File: src/ooo_cfg.svh
`ifndef OOO_CFG_SVH
`define OOO_CFG_SVH

`define OOO_XLEN       32
`define OOO_ARCH_REGS  32
`define OOO_ROB_DEPTH  8   // also rs depth and issue credits

// one spare physical register per rob slot
`define OOO_PHYS_REGS  (`OOO_ARCH_REGS + `OOO_ROB_DEPTH)

`define OOO_MUL_CYCLES 32  // shift-add iterations

`endif

File: src/ooo_pkg.sv
`include "ooo_cfg.svh"

package ooo_pkg;

    typedef logic [`OOO_XLEN-1:0]                xdata_t;
    typedef logic [$clog2(`OOO_ARCH_REGS)-1:0]   arch_reg_t;
    typedef logic [$clog2(`OOO_PHYS_REGS)-1:0]   phys_tag_t;
    typedef logic [$clog2(`OOO_ROB_DEPTH)-1:0]   rob_idx_t;
    typedef logic [11:0]                         imm_t;

    typedef enum logic [2:0] {
        op_add,
        op_sub,
        op_and,
        op_or,
        op_xor,
        op_addi,
        op_mul
    } alu_op_t;

    typedef enum logic [1:0] {
        mul_idle,
        mul_busy,
        mul_done
    } mul_state_t;

endpackage

File: src/execute_cluster.sv
`timescale 1ns/1ps
`include "ooo_cfg.svh"

module execute_cluster import ooo_pkg::*; (
    input  logic      clk,
    input  logic      rst_n,
    input  logic      alu_req,
    input  alu_op_t   alu_op,
    input  xdata_t    alu_a,
    input  xdata_t    alu_b,
    input  phys_tag_t alu_tag,
    input  rob_idx_t  alu_rob_idx,
    input  logic      mul_req,
    input  xdata_t    mul_a,
    input  xdata_t    mul_b,
    input  phys_tag_t mul_tag,
    input  rob_idx_t  mul_rob_idx,
    output logic      alu_grant,
    output logic      mul_grant,
    output logic      cdb_valid,
    output phys_tag_t cdb_tag,
    output rob_idx_t  cdb_rob_idx,
    output xdata_t    cdb_data
);
    localparam int CW = $clog2(`OOO_MUL_CYCLES);
    localparam logic [CW-1:0] MUL_LAST = CW'(`OOO_MUL_CYCLES - 1);

    mul_state_t    mul_state;
    logic [CW-1:0] mul_cnt;
    logic          mul_on_bus;
    xdata_t        mcand_q;
    xdata_t        mplier_q;
    xdata_t        acc_q;
    phys_tag_t     mul_tag_q;
    rob_idx_t      mul_rob_q;
    xdata_t        alu_res;
    logic          alu_out_valid;
    xdata_t        alu_data_q;
    phys_tag_t     alu_tag_q;
    rob_idx_t      alu_rob_q;

    assign mul_on_bus = (mul_state == mul_done);  // multiplier wins the bus

    // a held alu result must leave before the next grant
    assign alu_grant = alu_req && (!alu_out_valid || !mul_on_bus);
    assign mul_grant = mul_req && (mul_state == mul_idle);

    assign cdb_valid   = mul_on_bus || alu_out_valid;
    assign cdb_tag     = mul_on_bus ? mul_tag_q : alu_tag_q;
    assign cdb_rob_idx = mul_on_bus ? mul_rob_q : alu_rob_q;
    assign cdb_data    = mul_on_bus ? acc_q : alu_data_q;

    always_comb begin
        unique case (alu_op)
            op_sub:  alu_res = alu_a - alu_b;
            op_and:  alu_res = alu_a & alu_b;
            op_or:   alu_res = alu_a | alu_b;
            op_xor:  alu_res = alu_a ^ alu_b;
            default: alu_res = alu_a + alu_b;  // add, addi
        endcase
    end

    always_ff @(posedge clk or negedge rst_n) begin
        if (!rst_n) begin
            alu_out_valid <= 1'b0;
        end else if (alu_grant) begin
            alu_out_valid <= 1'b1;
        end else if (!mul_on_bus) begin
            alu_out_valid <= 1'b0;
        end
    end

    always_ff @(posedge clk) begin
        if (alu_grant) begin
            alu_data_q <= alu_res;
            alu_tag_q  <= alu_tag;
            alu_rob_q  <= alu_rob_idx;
        end
    end

    always_ff @(posedge clk or negedge rst_n) begin
        if (!rst_n) begin
            mul_state <= mul_idle;
            mul_cnt   <= '0;
        end else begin
            unique case (mul_state)
                mul_idle: begin
                    if (mul_grant) begin
                        mul_state <= mul_busy;
                        mul_cnt   <= CW'(1);  // first step taken at grant
                    end
                end
                mul_busy: begin
                    mul_cnt <= mul_cnt + 1'b1;
                    if (mul_cnt == MUL_LAST) begin
                        mul_state <= mul_done;
                    end
                end
                default: mul_state <= mul_idle;  // done lasts one bus cycle
            endcase
        end
    end

    // shift-add keeps only the low half of the product
    always_ff @(posedge clk) begin
        if (mul_grant) begin
            mcand_q   <= mul_a << 1;
            mplier_q  <= mul_b >> 1;
            acc_q     <= mul_b[0] ? mul_a : '0;
            mul_tag_q <= mul_tag;
            mul_rob_q <= mul_rob_idx;
        end else if (mul_state == mul_busy) begin
            if (mplier_q[0]) begin
                acc_q <= acc_q + mcand_q;
            end
            mcand_q  <= mcand_q << 1;
            mplier_q <= mplier_q >> 1;
        end
    end

endmodule

File: config.mk
export PLATFORM = sky130hd
export DESIGN_NAME = execute_cluster
export DESIGN_NICKNAME = d
export VERILOG_FILES = /design/src/ooo_pkg.sv /design/src/execute_cluster.sv
export VERILOG_INCLUDE_DIRS = /design/src /design/src/src
export SDC_FILE = /design/constraint.sdc
export NUM_CORES = 1
export LEC_CHECK = 0
export BUFFER_PORTS_ARGS = -buffer_cell sky130_fd_sc_hd__buf_2
export CAP_MARGIN = 20
export CORE_ASPECT_RATIO = 1.2
export CORE_MARGIN = 8
export CORE_UTILIZATION = 50
export CTS_CLUSTER_DIAMETER = 30
export DETAILED_ROUTE_END_ITERATION = 7
export GPL_ROUTABILITY_DRIVEN = 0
export PLACE_DENSITY = 0.69
export SKIP_LAST_GASP = 1
export SLEW_MARGIN = 20
export SYNTH_ARGS = -nofsm -noshare
export SYNTH_HDL_FRONTEND = slang
export SYNTH_SLANG_ARGS = --single-unit
File: constraint.sdc
create_clock -name clk -period 7.4 [get_ports clk]
set_clock_uncertainty 0.05 [all_clocks]
set_input_delay 1.85 -clock clk [delete_from_list [all_inputs] [get_ports clk]]
set_output_delay 1.85 -clock clk [all_outputs]
set_load 0.005 [all_outputs]
==> results of run 1 <==
-- power groups by stage --
stage | logic (mW) | clock network (mW) | registers (mW)
3_5_place_dp | 2.26 | 0 | 1.64
5_1_grt | 2.56 | 0.863 | 1.66
3_3_place_gp | 2.18 | 0 | 1.63
4_1_cts | 2.27 | 0.830 | 1.63
6_report | 2.27 | 0.817 | 1.63
2_1_floorplan | 1.74 | 0 | 1.56
-- worst max-delay path by stage --
stage	start	endpoint
after floorplan	alu_req	alu_grant
after global placement	alu_b[13]	alu_data_q[31]$_DFFE_PP_
after detailed placement	alu_b[13]	alu_data_q[31]$_DFFE_PP_
after CTS	alu_b[13]	alu_data_q[31]$_DFFE_PP_
after global routing	alu_b[12]	alu_data_q[31]$_DFFE_PP_
final	alu_b[13]	alu_data_q[31]$_DFFE_PP_
-- cell families (layout without fill, tap and decap cells) --
group                    Yosys count  count (layout)  synth area share (%)
AO/OA/AOI/OAI                    333             333                  17.3
flip-flops                       152             152                  37.8
XOR/XNOR                          79              79                  5.84
other                              0               1                     0
buffers and inverters            145             320                  4.57
AND/OR/NAND/NOR                  428             428                  16.4
multiplexers                      47              47                  4.36
adder cells (fa/ha/maj)          130             130                  13.7
-- metal layers --
metal / track usage, % / vias to the layer above
met4: 7.44 / 2
met3: 4.41 / 39
met2: 37.0 / 290
li1: - / 5036
met1: 25.6 / 4698
met5: 0 / -
-- state kept, by name, indices dropped and copies added (netlist names) --
name / cells
mul_cnt: 5
mcand_q: 31
acc_q: 32
alu_rob_q: 3
mul_rob_q: 3
alu_out_valid: 1
mul_tag_q: 6
mul_state: 2
alu_tag_q: 6
mplier_q: 31
alu_data_q: 32
-- per-stage QoR --
stage	cell area (sq um)	worst slack (ps)	power, mW
4_1_cts	13800	1350	4.73
5_1_grt	13800	1110	5.09
2_1_floorplan	12000	521	3.30
3_5_place_dp	13200	914	3.89
3_3_place_gp	13200	1020	3.81
6_report	13800	1330	4.71
-- layout make-up --
type                            count  area, sq um
Fill cell                        2124         9960
Sequential cell                   152         4520
Multi-Input combinational cell   1017         6930
Tap cell                          320          400
Antenna cell                        1         2.50
Clock inverter                     13          108
Clock buffer                       18          429
Timing Repair Buffer              205         1070
Inverter                           84          318
-- cell usage in the layout (no fill, tap or decap), types with 6 or more instances in the layout --
cell type,Yosys,final
xor2_1,20,20
nand2_1,225,225
o22ai_1,14,14
dfrtp_1,8,8
nor2_1,66,65
and2_1,10,10
and3_1,13,13
ha_1,128,128
nor2b_1,10,9
nand3_1,41,41
nand2b_1,10,10
inv_1,84,82
nand4_1,11,11
o21ai_0,70,70
a21o_1,37,37
o21ai_1,9,9
o21a_1,8,8
a211oi_1,26,26
a41oi_1,6,6
o21bai_1,10,10
a21oi_1,102,101
clkbuf_16,0,17
xnor2_1,58,58
buf_2,2,196
o211ai_1,6,6
mux2i_1,6,6
nor3_1,8,8
mux2_2,41,41
buf_4,0,8
a31oi_1,6,6
edfxtp_1,144,144
nor3b_1,6,6
or4_1,6,6
==> impl_results.md, run 1 <==
* Status: complete, no violations
* Critical-path maximum fanout at 6
* EDFF count, synth at between 100 and 150
* Num CTS Buffers at 17
* Post-Route WL at 31000 microns
* Critical Path End Type: flip-flop
* Fin util at approximately three fifths
* Hold depth at 1
* Largest net degree at the start of global routing at about 100
* Setup violators final at 0
* Top cells by area, synth: edfxtp_1, ha_1, nand2_1, a21oi_1, xnor2_1
* Slew Limit Headroom at 36.9%
* Clock Pin Slew Worst Setup and Hold Paths at roughly 60 ps
* DIE HEIGHT at around 190 microns
* Vias in the first global route at between 10k and 15k
* Root buf cell: clkbuf_16
* WS Path Type: in2reg
* Worst hold start: mul_cnt[3]$_DFFE_PN0P_
* DIE AREA at between 0.02 and 0.03 sq mm
* Max Cap Viol at 0
* Worst path slowest cell: or4_1
* First-pass GRT wire length at about 50000 microns
* Core region area at roughly 0.024 sq mm
* H-tree Lvls at 4
* Peak VDD IR at ~0.19 mV
* CTS Hold Bufs at 0
* Global Route Usage Sum at 21.3%
* # port buffers at approximately 200
* Min cycle time layout at 6070 ps
* Hold Crit Class: reg2reg
* CTS tree: yes
* Syn. warnings at 0
* Antenna violations before repair at 1
* Routed wire length on met2 at 15200 microns
* RSZ-0062 raised after global routing: false
* Worst-Skew Late Latency at roughly 430 ps
* Slew of the pin with the lowest slew margin at around 950 ps
* Cell count after synthesis at between 1k and 1.5k
* Detailed Place HPWL at ~24000 microns
* Comb power frac at 48.1%
* Reg-to-Reg End: acc_q[31]$_DFFE_PP_
* R2R cell count at 12
* Die width at 157 microns
* Leakage Power at 6.27 nW
* Fin Hold WS at 450 ps
* Setup Buffers After CTS at 0
* Row count at 62
* Final worst path period share at a little over 80%
* # resized after CTS at 0
* # IOs at about 200
* Top-count cell post-synth: nand2_1
* Worst path arrival time at about 6200 ps
* Pwr per Cell Area at 342 mW/mm^2
* Met1 wire length at 13400 microns
* Switching share of total power at between 30% and 40%
* Setup TNS at 0 ps
* Number of cells after detailed placement at around 1.8k
* Remaining DRCs at 0
* Synth Register Bits at approximately 150
* Distinct cells, synth at 69
* Syn avg cell area at ~9.1 sq um
* Largest stage delay, worst path at between 500 and 600 ps
* Vias per cell at about 5.6
* Crit path launch type: primary input
* Drt pass-1 iters at 5
* FMAX at roughly 0.16 GHz
* RR Startpoint: acc_q[1]$_DFFE_PP_
* Nets at around 1.8k
* Initial DRC Count at a little under 700
* # clock sinks at ~150
* DR vias at a little over 10k
* Antenna-violating nets left at 0
* Post-synthesis sequential area ratio at 37.8%
* Drt wl/cell at ~17 microns
* Top_reg_cell synth: edfxtp_1
* Top delay family on crit path: simple AND/OR/NAND/NOR gates
* Non-Filler Instances at about 1.8k
* Clock buffer depth at 2
* Crit-path cells: buf_2 -> or4_1 -> or3_1 -> or3_1 -> nor3_2 -> nand4_1 -> o21ai_1 -> xnor2_1 -> ha_1 -> a21oi_1 -> nor2b_1 -> o21a_1 -> o311a_1 -> or4_1 -> o22a_1 -> o21ai_0 -> xnor2_1 -> o21ai_1
* Reg power frac at between 30% and 40%
* Final Max Slew Viols at 0
* Final hold vios at 0
* Met3 WL post-DR at 1740 microns
* Largest area contributor in the netlist: edfxtp_1
* Top cells by count, synth: nand2_1, edfxtp_1, ha_1, a21oi_1, inv_1
* WP depth at 18
* Total internal power at roughly 2.9 mW
* Initial Utilization at 50.4%
* Clock Power Share at 17.3%
* Synth top area share at about 36%
* GRT overflow at 0
* Fraction of registers with async set/reset at ~5.3%
* Layout cells sized above 1 at just over 20%
* NetSw at around 1.8 mW
* Buf/Inv on CP at 1
* WP data required at 7500 ps
* P&R area growth vs syn at 15.1%
* Top Metal Used: met5
* Mapped Nets at 1597
* Worst hold endpoint: mul_cnt[3]$_DFFE_PN0P_
* R2r setup slk at 4200 ps
* Mapped cell area at 0.0120 sq mm
(Power assumes the default switching activity.)
==> run 2: changes to the inputs <==
--- a/config.mk
+++ b/config.mk
@@ -14,7 +14,7 @@
 export CTS_CLUSTER_DIAMETER = 30
 export DETAILED_ROUTE_END_ITERATION = 7
 export GPL_ROUTABILITY_DRIVEN = 0
-export PLACE_DENSITY = 0.69
+export PLACE_DENSITY = 0.72
 export SKIP_LAST_GASP = 1
 export SLEW_MARGIN = 20
 export SYNTH_ARGS = -nofsm -noshare
==> constraint.sdc (replaced) <==
create_clock -name clk -period 5.32 [get_ports clk]
set_clock_uncertainty 0.05 [all_clocks]
set_input_delay 1.33 -clock clk [delete_from_list [all_inputs] [get_ports clk]]
set_output_delay 1.33 -clock clk [all_outputs]
set_load 0.005 [all_outputs]
==> run 2 against run 1 <==
Cell count grew 2.7%. Critical path depth is the same. Core utilization grew 2.3 points. Total power grew 47%. Sequential power grew 39%. First-iteration DRC count grew 11%. Hold slack lost 3.1 ps. Register-to-register slack lost 2100 ps. Non-clock buffer count grew 48. Worst setup slack lost 1200 ps. Routed wire length grew 3.1%. Combinational power grew 43%. Critical path type unchanged.
==> impl_results.md, run 2 (same netlist as run 1, synthesis figures left out) <==
* Max Cap Viol at 0
* Root buf cell: clkbuf_16
* Num CTS Buffers at 17
* Initial DRC Count at 756
* Critical Path End Type: flip-flop
* FILL cells at approximately 2.1k
* Row count at 62
* Nets at approximately 1.8k
* Setup TNS at 0 ps
* Largest net degree at the start of global routing at 72
* Largest stage delay, worst path at 560 ps
* Clock buffer depth at 2
* Commonest non-fill, non-tap cell in the layout: nand2_1
* First-pass GRT wire length at around 50000 microns
* Die width at around 160 microns
* Crit-path cells: buf_2 -> or4_4 -> or3_4 -> or3_4 -> nor3_4 -> nand4_1 -> o21ai_2 -> xnor2_1 -> ha_1 -> a21oi_2 -> nor2b_1 -> o21a_1 -> o311a_1 -> or4_4 -> o22a_1 -> o21ai_0 -> xnor2_1 -> o21ai_1
* DIE HEIGHT at around 190 microns
* RSZ-0062 raised after global routing: true
* Setup violators final at 0
* Vias per cell at around 5.6
* Final hold vios at 0
* Critical-path maximum fanout at 3
* WS Path Type: in2reg
* CTS tree: yes
* Worst-Skew Late Latency at approximately 430 ps
* Core region area at roughly 0.024 sq mm
* Final worst path period share at between 90% and 100%
* Worst path slowest cell: or4_4
* Buf/Inv on CP at 1
* Biggest registers after layout: acc_q: 32 flops, alu_data_q: 32 flops
* Detailed Place HPWL at ~24000 microns
* Status: complete, no violations
* Crit path launch type: primary input
* Fin Hold WS at ~450 ps
* Layout cells sized above 1 at 23.2%
* Number of cells after detailed placement at between 1.5k and 2k
* H-tree Lvls at 4
* Non-Filler Instances at between 1.5k and 2k
* # clock sinks at 152
* Hold Crit Class: reg2reg
* Top delay family on crit path: simple AND/OR/NAND/NOR gates
* # port buffers at between 150 and 200
* P&R area growth vs syn at 19.8%
* # IOs at about 200
* FF+latch area at roughly 0.0045 sq mm
* Final Power at 6.93 mW
* Post-Route WL at around 32000 microns
* Remaining DRCs at 0
* DP Area at roughly 0.014 sq mm
* Worst slack, placed at -345 ps
* Min cycle time layout at roughly 5200 ps
* Setup Buffers After CTS at 0
* Final worst slack at approximately 110 ps
* DR vias at 10.3k
* Drt wl/cell at between 15 and 20 microns
* Antenna violations before repair at 2
* DIE AREA at slightly below 0.03 sq mm
* Most frequent cells in the layout: nand2_1, buf_2, edfxtp_1
* Final Max Slew Viols at 0
* Worst path arrival time at between 5000 and 6000 ps
* Fin util at just over 60%
* Slew Limit Headroom at between 30% and 40%
* Vias in the first global route at around 10k
* WP data required at ~5400 ps
* Pwr per Cell Area at between 400 and 500 mW/mm^2
* Area of the multi-input gates at approximately 0.007 sq mm
* Leakage Power at about 6.6 nW
* GRT overflow at 0
* Clock Pin Slew Worst Setup and Hold Paths at 60 ps
* Slew of the pin with the lowest slew margin at 911 ps
* Peak VDD IR at approximately 0.24 mV
* Design area at approximately 0.014 sq mm
* Global Route Usage Sum at ~22%
* Antenna-violating nets left at 0
* Initial Utilization at between 50% and 60%
* FMAX at 0.192 GHz
* Drt pass-1 iters at 6
run 2: cell count changes in the layout (fill, tap and decap cells not counted), sizes merged:
cell / delta
buf: +48
bufinv: +6
clkbuf: +1
clkinv: -3
clkinvlp: -4
run 2: final cells by class:
class	count	share of cell area, %
Multi-Input combinational cell	1017	48.6
Timing Repair Buffer	253	10.1
Sequential cell	152	31.6
Clock buffer	19	3.02
Antenna cell	1	0.0175
Tap cell	320	2.79
Clock inverter	12	1.73
Inverter	84	2.22
run 2: path summary, 6_finish.rpt:
path / from / to / slack (ps) / depth (start not counted)
hold reg to reg: mul_cnt[3]$_DFFE_PN0P_ / mul_cnt[3]$_DFFE_PN0P_ / 450 / 1
setup / recovery: alu_b[11] / alu_data_q[31]$_DFFE_PP_ / 110 / 18
hold / removal: mul_cnt[3]$_DFFE_PN0P_ / mul_cnt[3]$_DFFE_PN0P_ / 450 / 1
setup reg to reg: acc_q[1]$_DFFE_PP_ / acc_q[31]$_DFFE_PP_ / 2100 / 12
min in group asynchronous: rst_n / mul_state[1]$_DFFE_PN0P_ / 690 / 1
max in group asynchronous: rst_n / mul_cnt[0]$_DFFE_PN0P_ / 4350 / 1
run 2: report_power, final:
part,internal [mW],leakage [nW],total (mW),switching (mW)
Clock,0.926,0.325,1.42,0.495
Sequential,2.02,1.58,2.27,0.242
Combinational,1.40,4.69,3.24,1.84
run 2: layer usage:
layer | GRT usage [%] | vias up | part of all wire [%] | wire length (microns)
li1 | - | 5125 | - | -
met1 | 26.3 | 4836 | 43 | 13700
met2 | 38.0 | 290 | 49 | 15800
met3 | 3.37 | 71 | 4.5 | 1450
met4 | 9.42 | 2 | 3.1 | 993
met5 | 0 | - | 0.041 | 13
run 2: worst reg2reg max path: stages, from the launching register on:
cell and delay [ps]:
edfxtp_1 360, ha_1 210, inv_1 70, fa_1 390
nor2b_1 170, o31a_1 200, o22ai_1 120, nand2_1 120
a221oi_1 120, o31a_1 330, o31ai_1 490, a21oi_1 140
a41o_1 210
run 2: timing repair:
| item | 4_1_cts | 5_1_grt |
|---|---|---|
| endpoints found under the setup margin | 0 | 1 |
| hold endpoints to repair | 0 | 0 |
| resized for setup | 0 | 5 |
| hold buffers | 0 | 0 |
==> run 3: changes to the inputs <==
--- a/config.mk
+++ b/config.mk
@@ -9,11 +9,10 @@
 export BUFFER_PORTS_ARGS = -buffer_cell sky130_fd_sc_hd__buf_2
 export CAP_MARGIN = 20
 export CORE_ASPECT_RATIO = 1.2
-export CORE_MARGIN = 8
+export CORE_MARGIN = 5
 export CORE_UTILIZATION = 50
 export CTS_CLUSTER_DIAMETER = 30
 export DETAILED_ROUTE_END_ITERATION = 7
-export GPL_ROUTABILITY_DRIVEN = 0
 export PLACE_DENSITY = 0.72
 export SKIP_LAST_GASP = 1
 export SLEW_MARGIN = 20
==> run 3 against run 2 <==
Total power shrank 3.4%. Worst setup slack improved by 33 ps. Clock power down 15%. Die area decreased by 6.9%. Via count decreased by 0.84%.
==> impl_results.md, run 3 (same netlist as run 1, synthesis figures left out) <==
* Clock buffer depth at 2
* FMAX at 0.193 GHz
* R2r setup slk at 2140 ps
* Remaining DRCs at 0
* # IOs at between 150 and 200
* Initial Utilization at approximately half
* Antenna-violating nets left at 0
* Antenna violations before repair at 3
* Vias in the first global route at around 10k
* Layout cells sized above 1 at 23.3%
* Final hold vios at 0
* WS Path Type: in2reg
* Status: complete, no violations
* Met3 WL post-DR at 1540 microns
* Fin Hold WS at ~450 ps
* Critical Path End Type: flip-flop
* Top Metal Used: met5
* Core region area at about 0.024 sq mm
* Worst setup endpoint: alu_data_q[31]$_DFFE_PP_
* Worst path arrival time at approximately 5300 ps
* Setup TNS at 0 ps
* Met1 wire length at approximately 13000 microns
* Largest net degree at the start of global routing at 72
* Crit path launch type: primary input
* Initial DRC Count at between 800 and 900
* Post-Route WL at between 30000 and 40000 microns
* DR vias at 10.2k
* R2R cell count at 10
* Hold Crit Class: reg2reg
* Max Cap Viol at 0
* WP data required at approximately 5400 ps
* Most frequent cells in the layout: nand2_1, buf_2, edfxtp_1
* Leakage Power at roughly 6.6 nW
* Gpl congestion at 0.896
* Slew of the pin with the lowest slew margin at between 700 and 800 ps
* Vias per cell at around 5.5
* Final Max Slew Viols at 0
* H-tree Lvls at 4
* Biggest registers after layout: acc_q: 32 flops, alu_data_q: 32 flops
* RR Startpoint: mcand_q[3]$_DFFE_PP_
* Root buf cell: clkbuf_16
* DIE AREA at 0.0271 sq mm
* CTS tree: yes
* Drt pass-1 iters at 5
* First-pass GRT wire length at a little under 50000 microns
* RSZ-0062 raised after global routing: true
* Pwr per Cell Area at approximately 470 mW/mm^2
* FILL cells at approximately 2.1k
* GRT overflow at 0
* Num CTS Buffers at 17
* Clock Pin Slew Worst Setup and Hold Paths at around 70 ps
* Min cycle time layout at between 5000 and 6000 ps
* DP Area at between 0.01 and 0.015 sq mm
* Peak VDD IR at 0.344 mV
* P&R area growth vs syn at 19.2%
* Reg-to-Reg End: acc_q[28]$_DFFE_PP_
* Slew Limit Headroom at between 40% and 50%
* Worst-Skew Late Latency at 430 ps
* Row count at 62
* Design area at roughly 0.014 sq mm
* # port buffers at ~200
* Detailed Place HPWL at 23900 microns
* Die width at between 150 and 200 microns
* Routed wire length on met2 at 15400 microns
* # clock sinks at 152
* Critical-path maximum fanout at 5
* Global Route Usage Sum at 22.6%
* DIE HEIGHT at between 150 and 200 microns
* Critical path launch point: alu_b[12]
* Nets at approximately 1.8k
* Commonest non-fill, non-tap cell in the layout: nand2_1
* Final worst path period share at between 90% and 100%
* Number of cells after detailed placement at 1828
* Setup violators final at 0
* Non-Filler Instances at about 1.9k
* Drt wl/cell at ~17 microns
[run 3: cell type report]
cell class,instances,area (sq um),area share (%)
diodes,2,5.00,0.0351
flip-flops and latches,152,4520,31.7
clock buffers,18,439,3.08
well taps,320,400,2.81
repair buffers,258,1480,10.4
clock inverters,14,140,0.983
multi-input cells,1017,6950,48.8
inverters,84,318,2.23
[run 3: worst max-delay path, stage by stage]
cell and delay (ps):
buf_2 120, or4_4 550, or3_4 390, or3_4 360, nor3_4 120, nand4_1 170
buf_4 200, o21ai_1 140, xnor2_1 140, ha_1 260, a21o_1 210, o311a_1 330
or4_1 490, o22a_1 180, o21ai_0 90, xnor2_1 140, o21ai_1 70
[run 3: repair_timing]
item                       CTS  global route
hold endpoints to repair     0             0
setup buffers                0             1
hold buffers                 0             0
setup endpoints to repair    0             1
gates resized for setup      0             2
[run 3: worst min-delay path by stage]
stage	to	from	depth (start not counted)	slack (ps)
floorplan	mul_cnt[3]$_DFFE_PN0P_	mul_cnt[3]$_DFFE_PN0P_	1	400
global placement	mul_cnt[3]$_DFFE_PN0P_	mul_cnt[3]$_DFFE_PN0P_	1	420
global route	mplier_q[16]$_DFFE_PP_	mplier_q[17]$_DFFE_PP_	2	490
detailed placement	mul_cnt[3]$_DFFE_PN0P_	mul_cnt[3]$_DFFE_PN0P_	1	440
CTS	mul_cnt[3]$_DFFE_PN0P_	mul_cnt[3]$_DFFE_PN0P_	1	450
finish	mul_cnt[3]$_DFFE_PN0P_	mul_cnt[3]$_DFFE_PN0P_	1	450
[run 3: stage by stage]
stage / worst slack, ps / power, mW / util [%]
global route: -47.4 / 7.23 / 60.1
finish: 144 / 6.70 / 60.1
floorplan: -61.6 / 4.59 / -
global placement: -289 / 5.35 / 57.3
detailed placement: -291 / 5.44 / 57.3
CTS: 161 / 6.67 / 59.8
[run 3: power by group]
group | total [mW] | internal (mW) | switching [mW] | leakage [nW]
clock | 1.20 | 0.668 | 0.533 | 0.275
sequential | 2.26 | 2.02 | 0.239 | 1.58
combinational | 3.23 | 1.40 | 1.83 | 4.71
[run 3: metal layers]
layer / global-route usage [%] / up-vias
li1: - / 5146
met1: 28.9 / 4746
met2: 39.2 / 297
met3: 3.00 / 46
met4: 7.76 / 2
met5: 0 / -
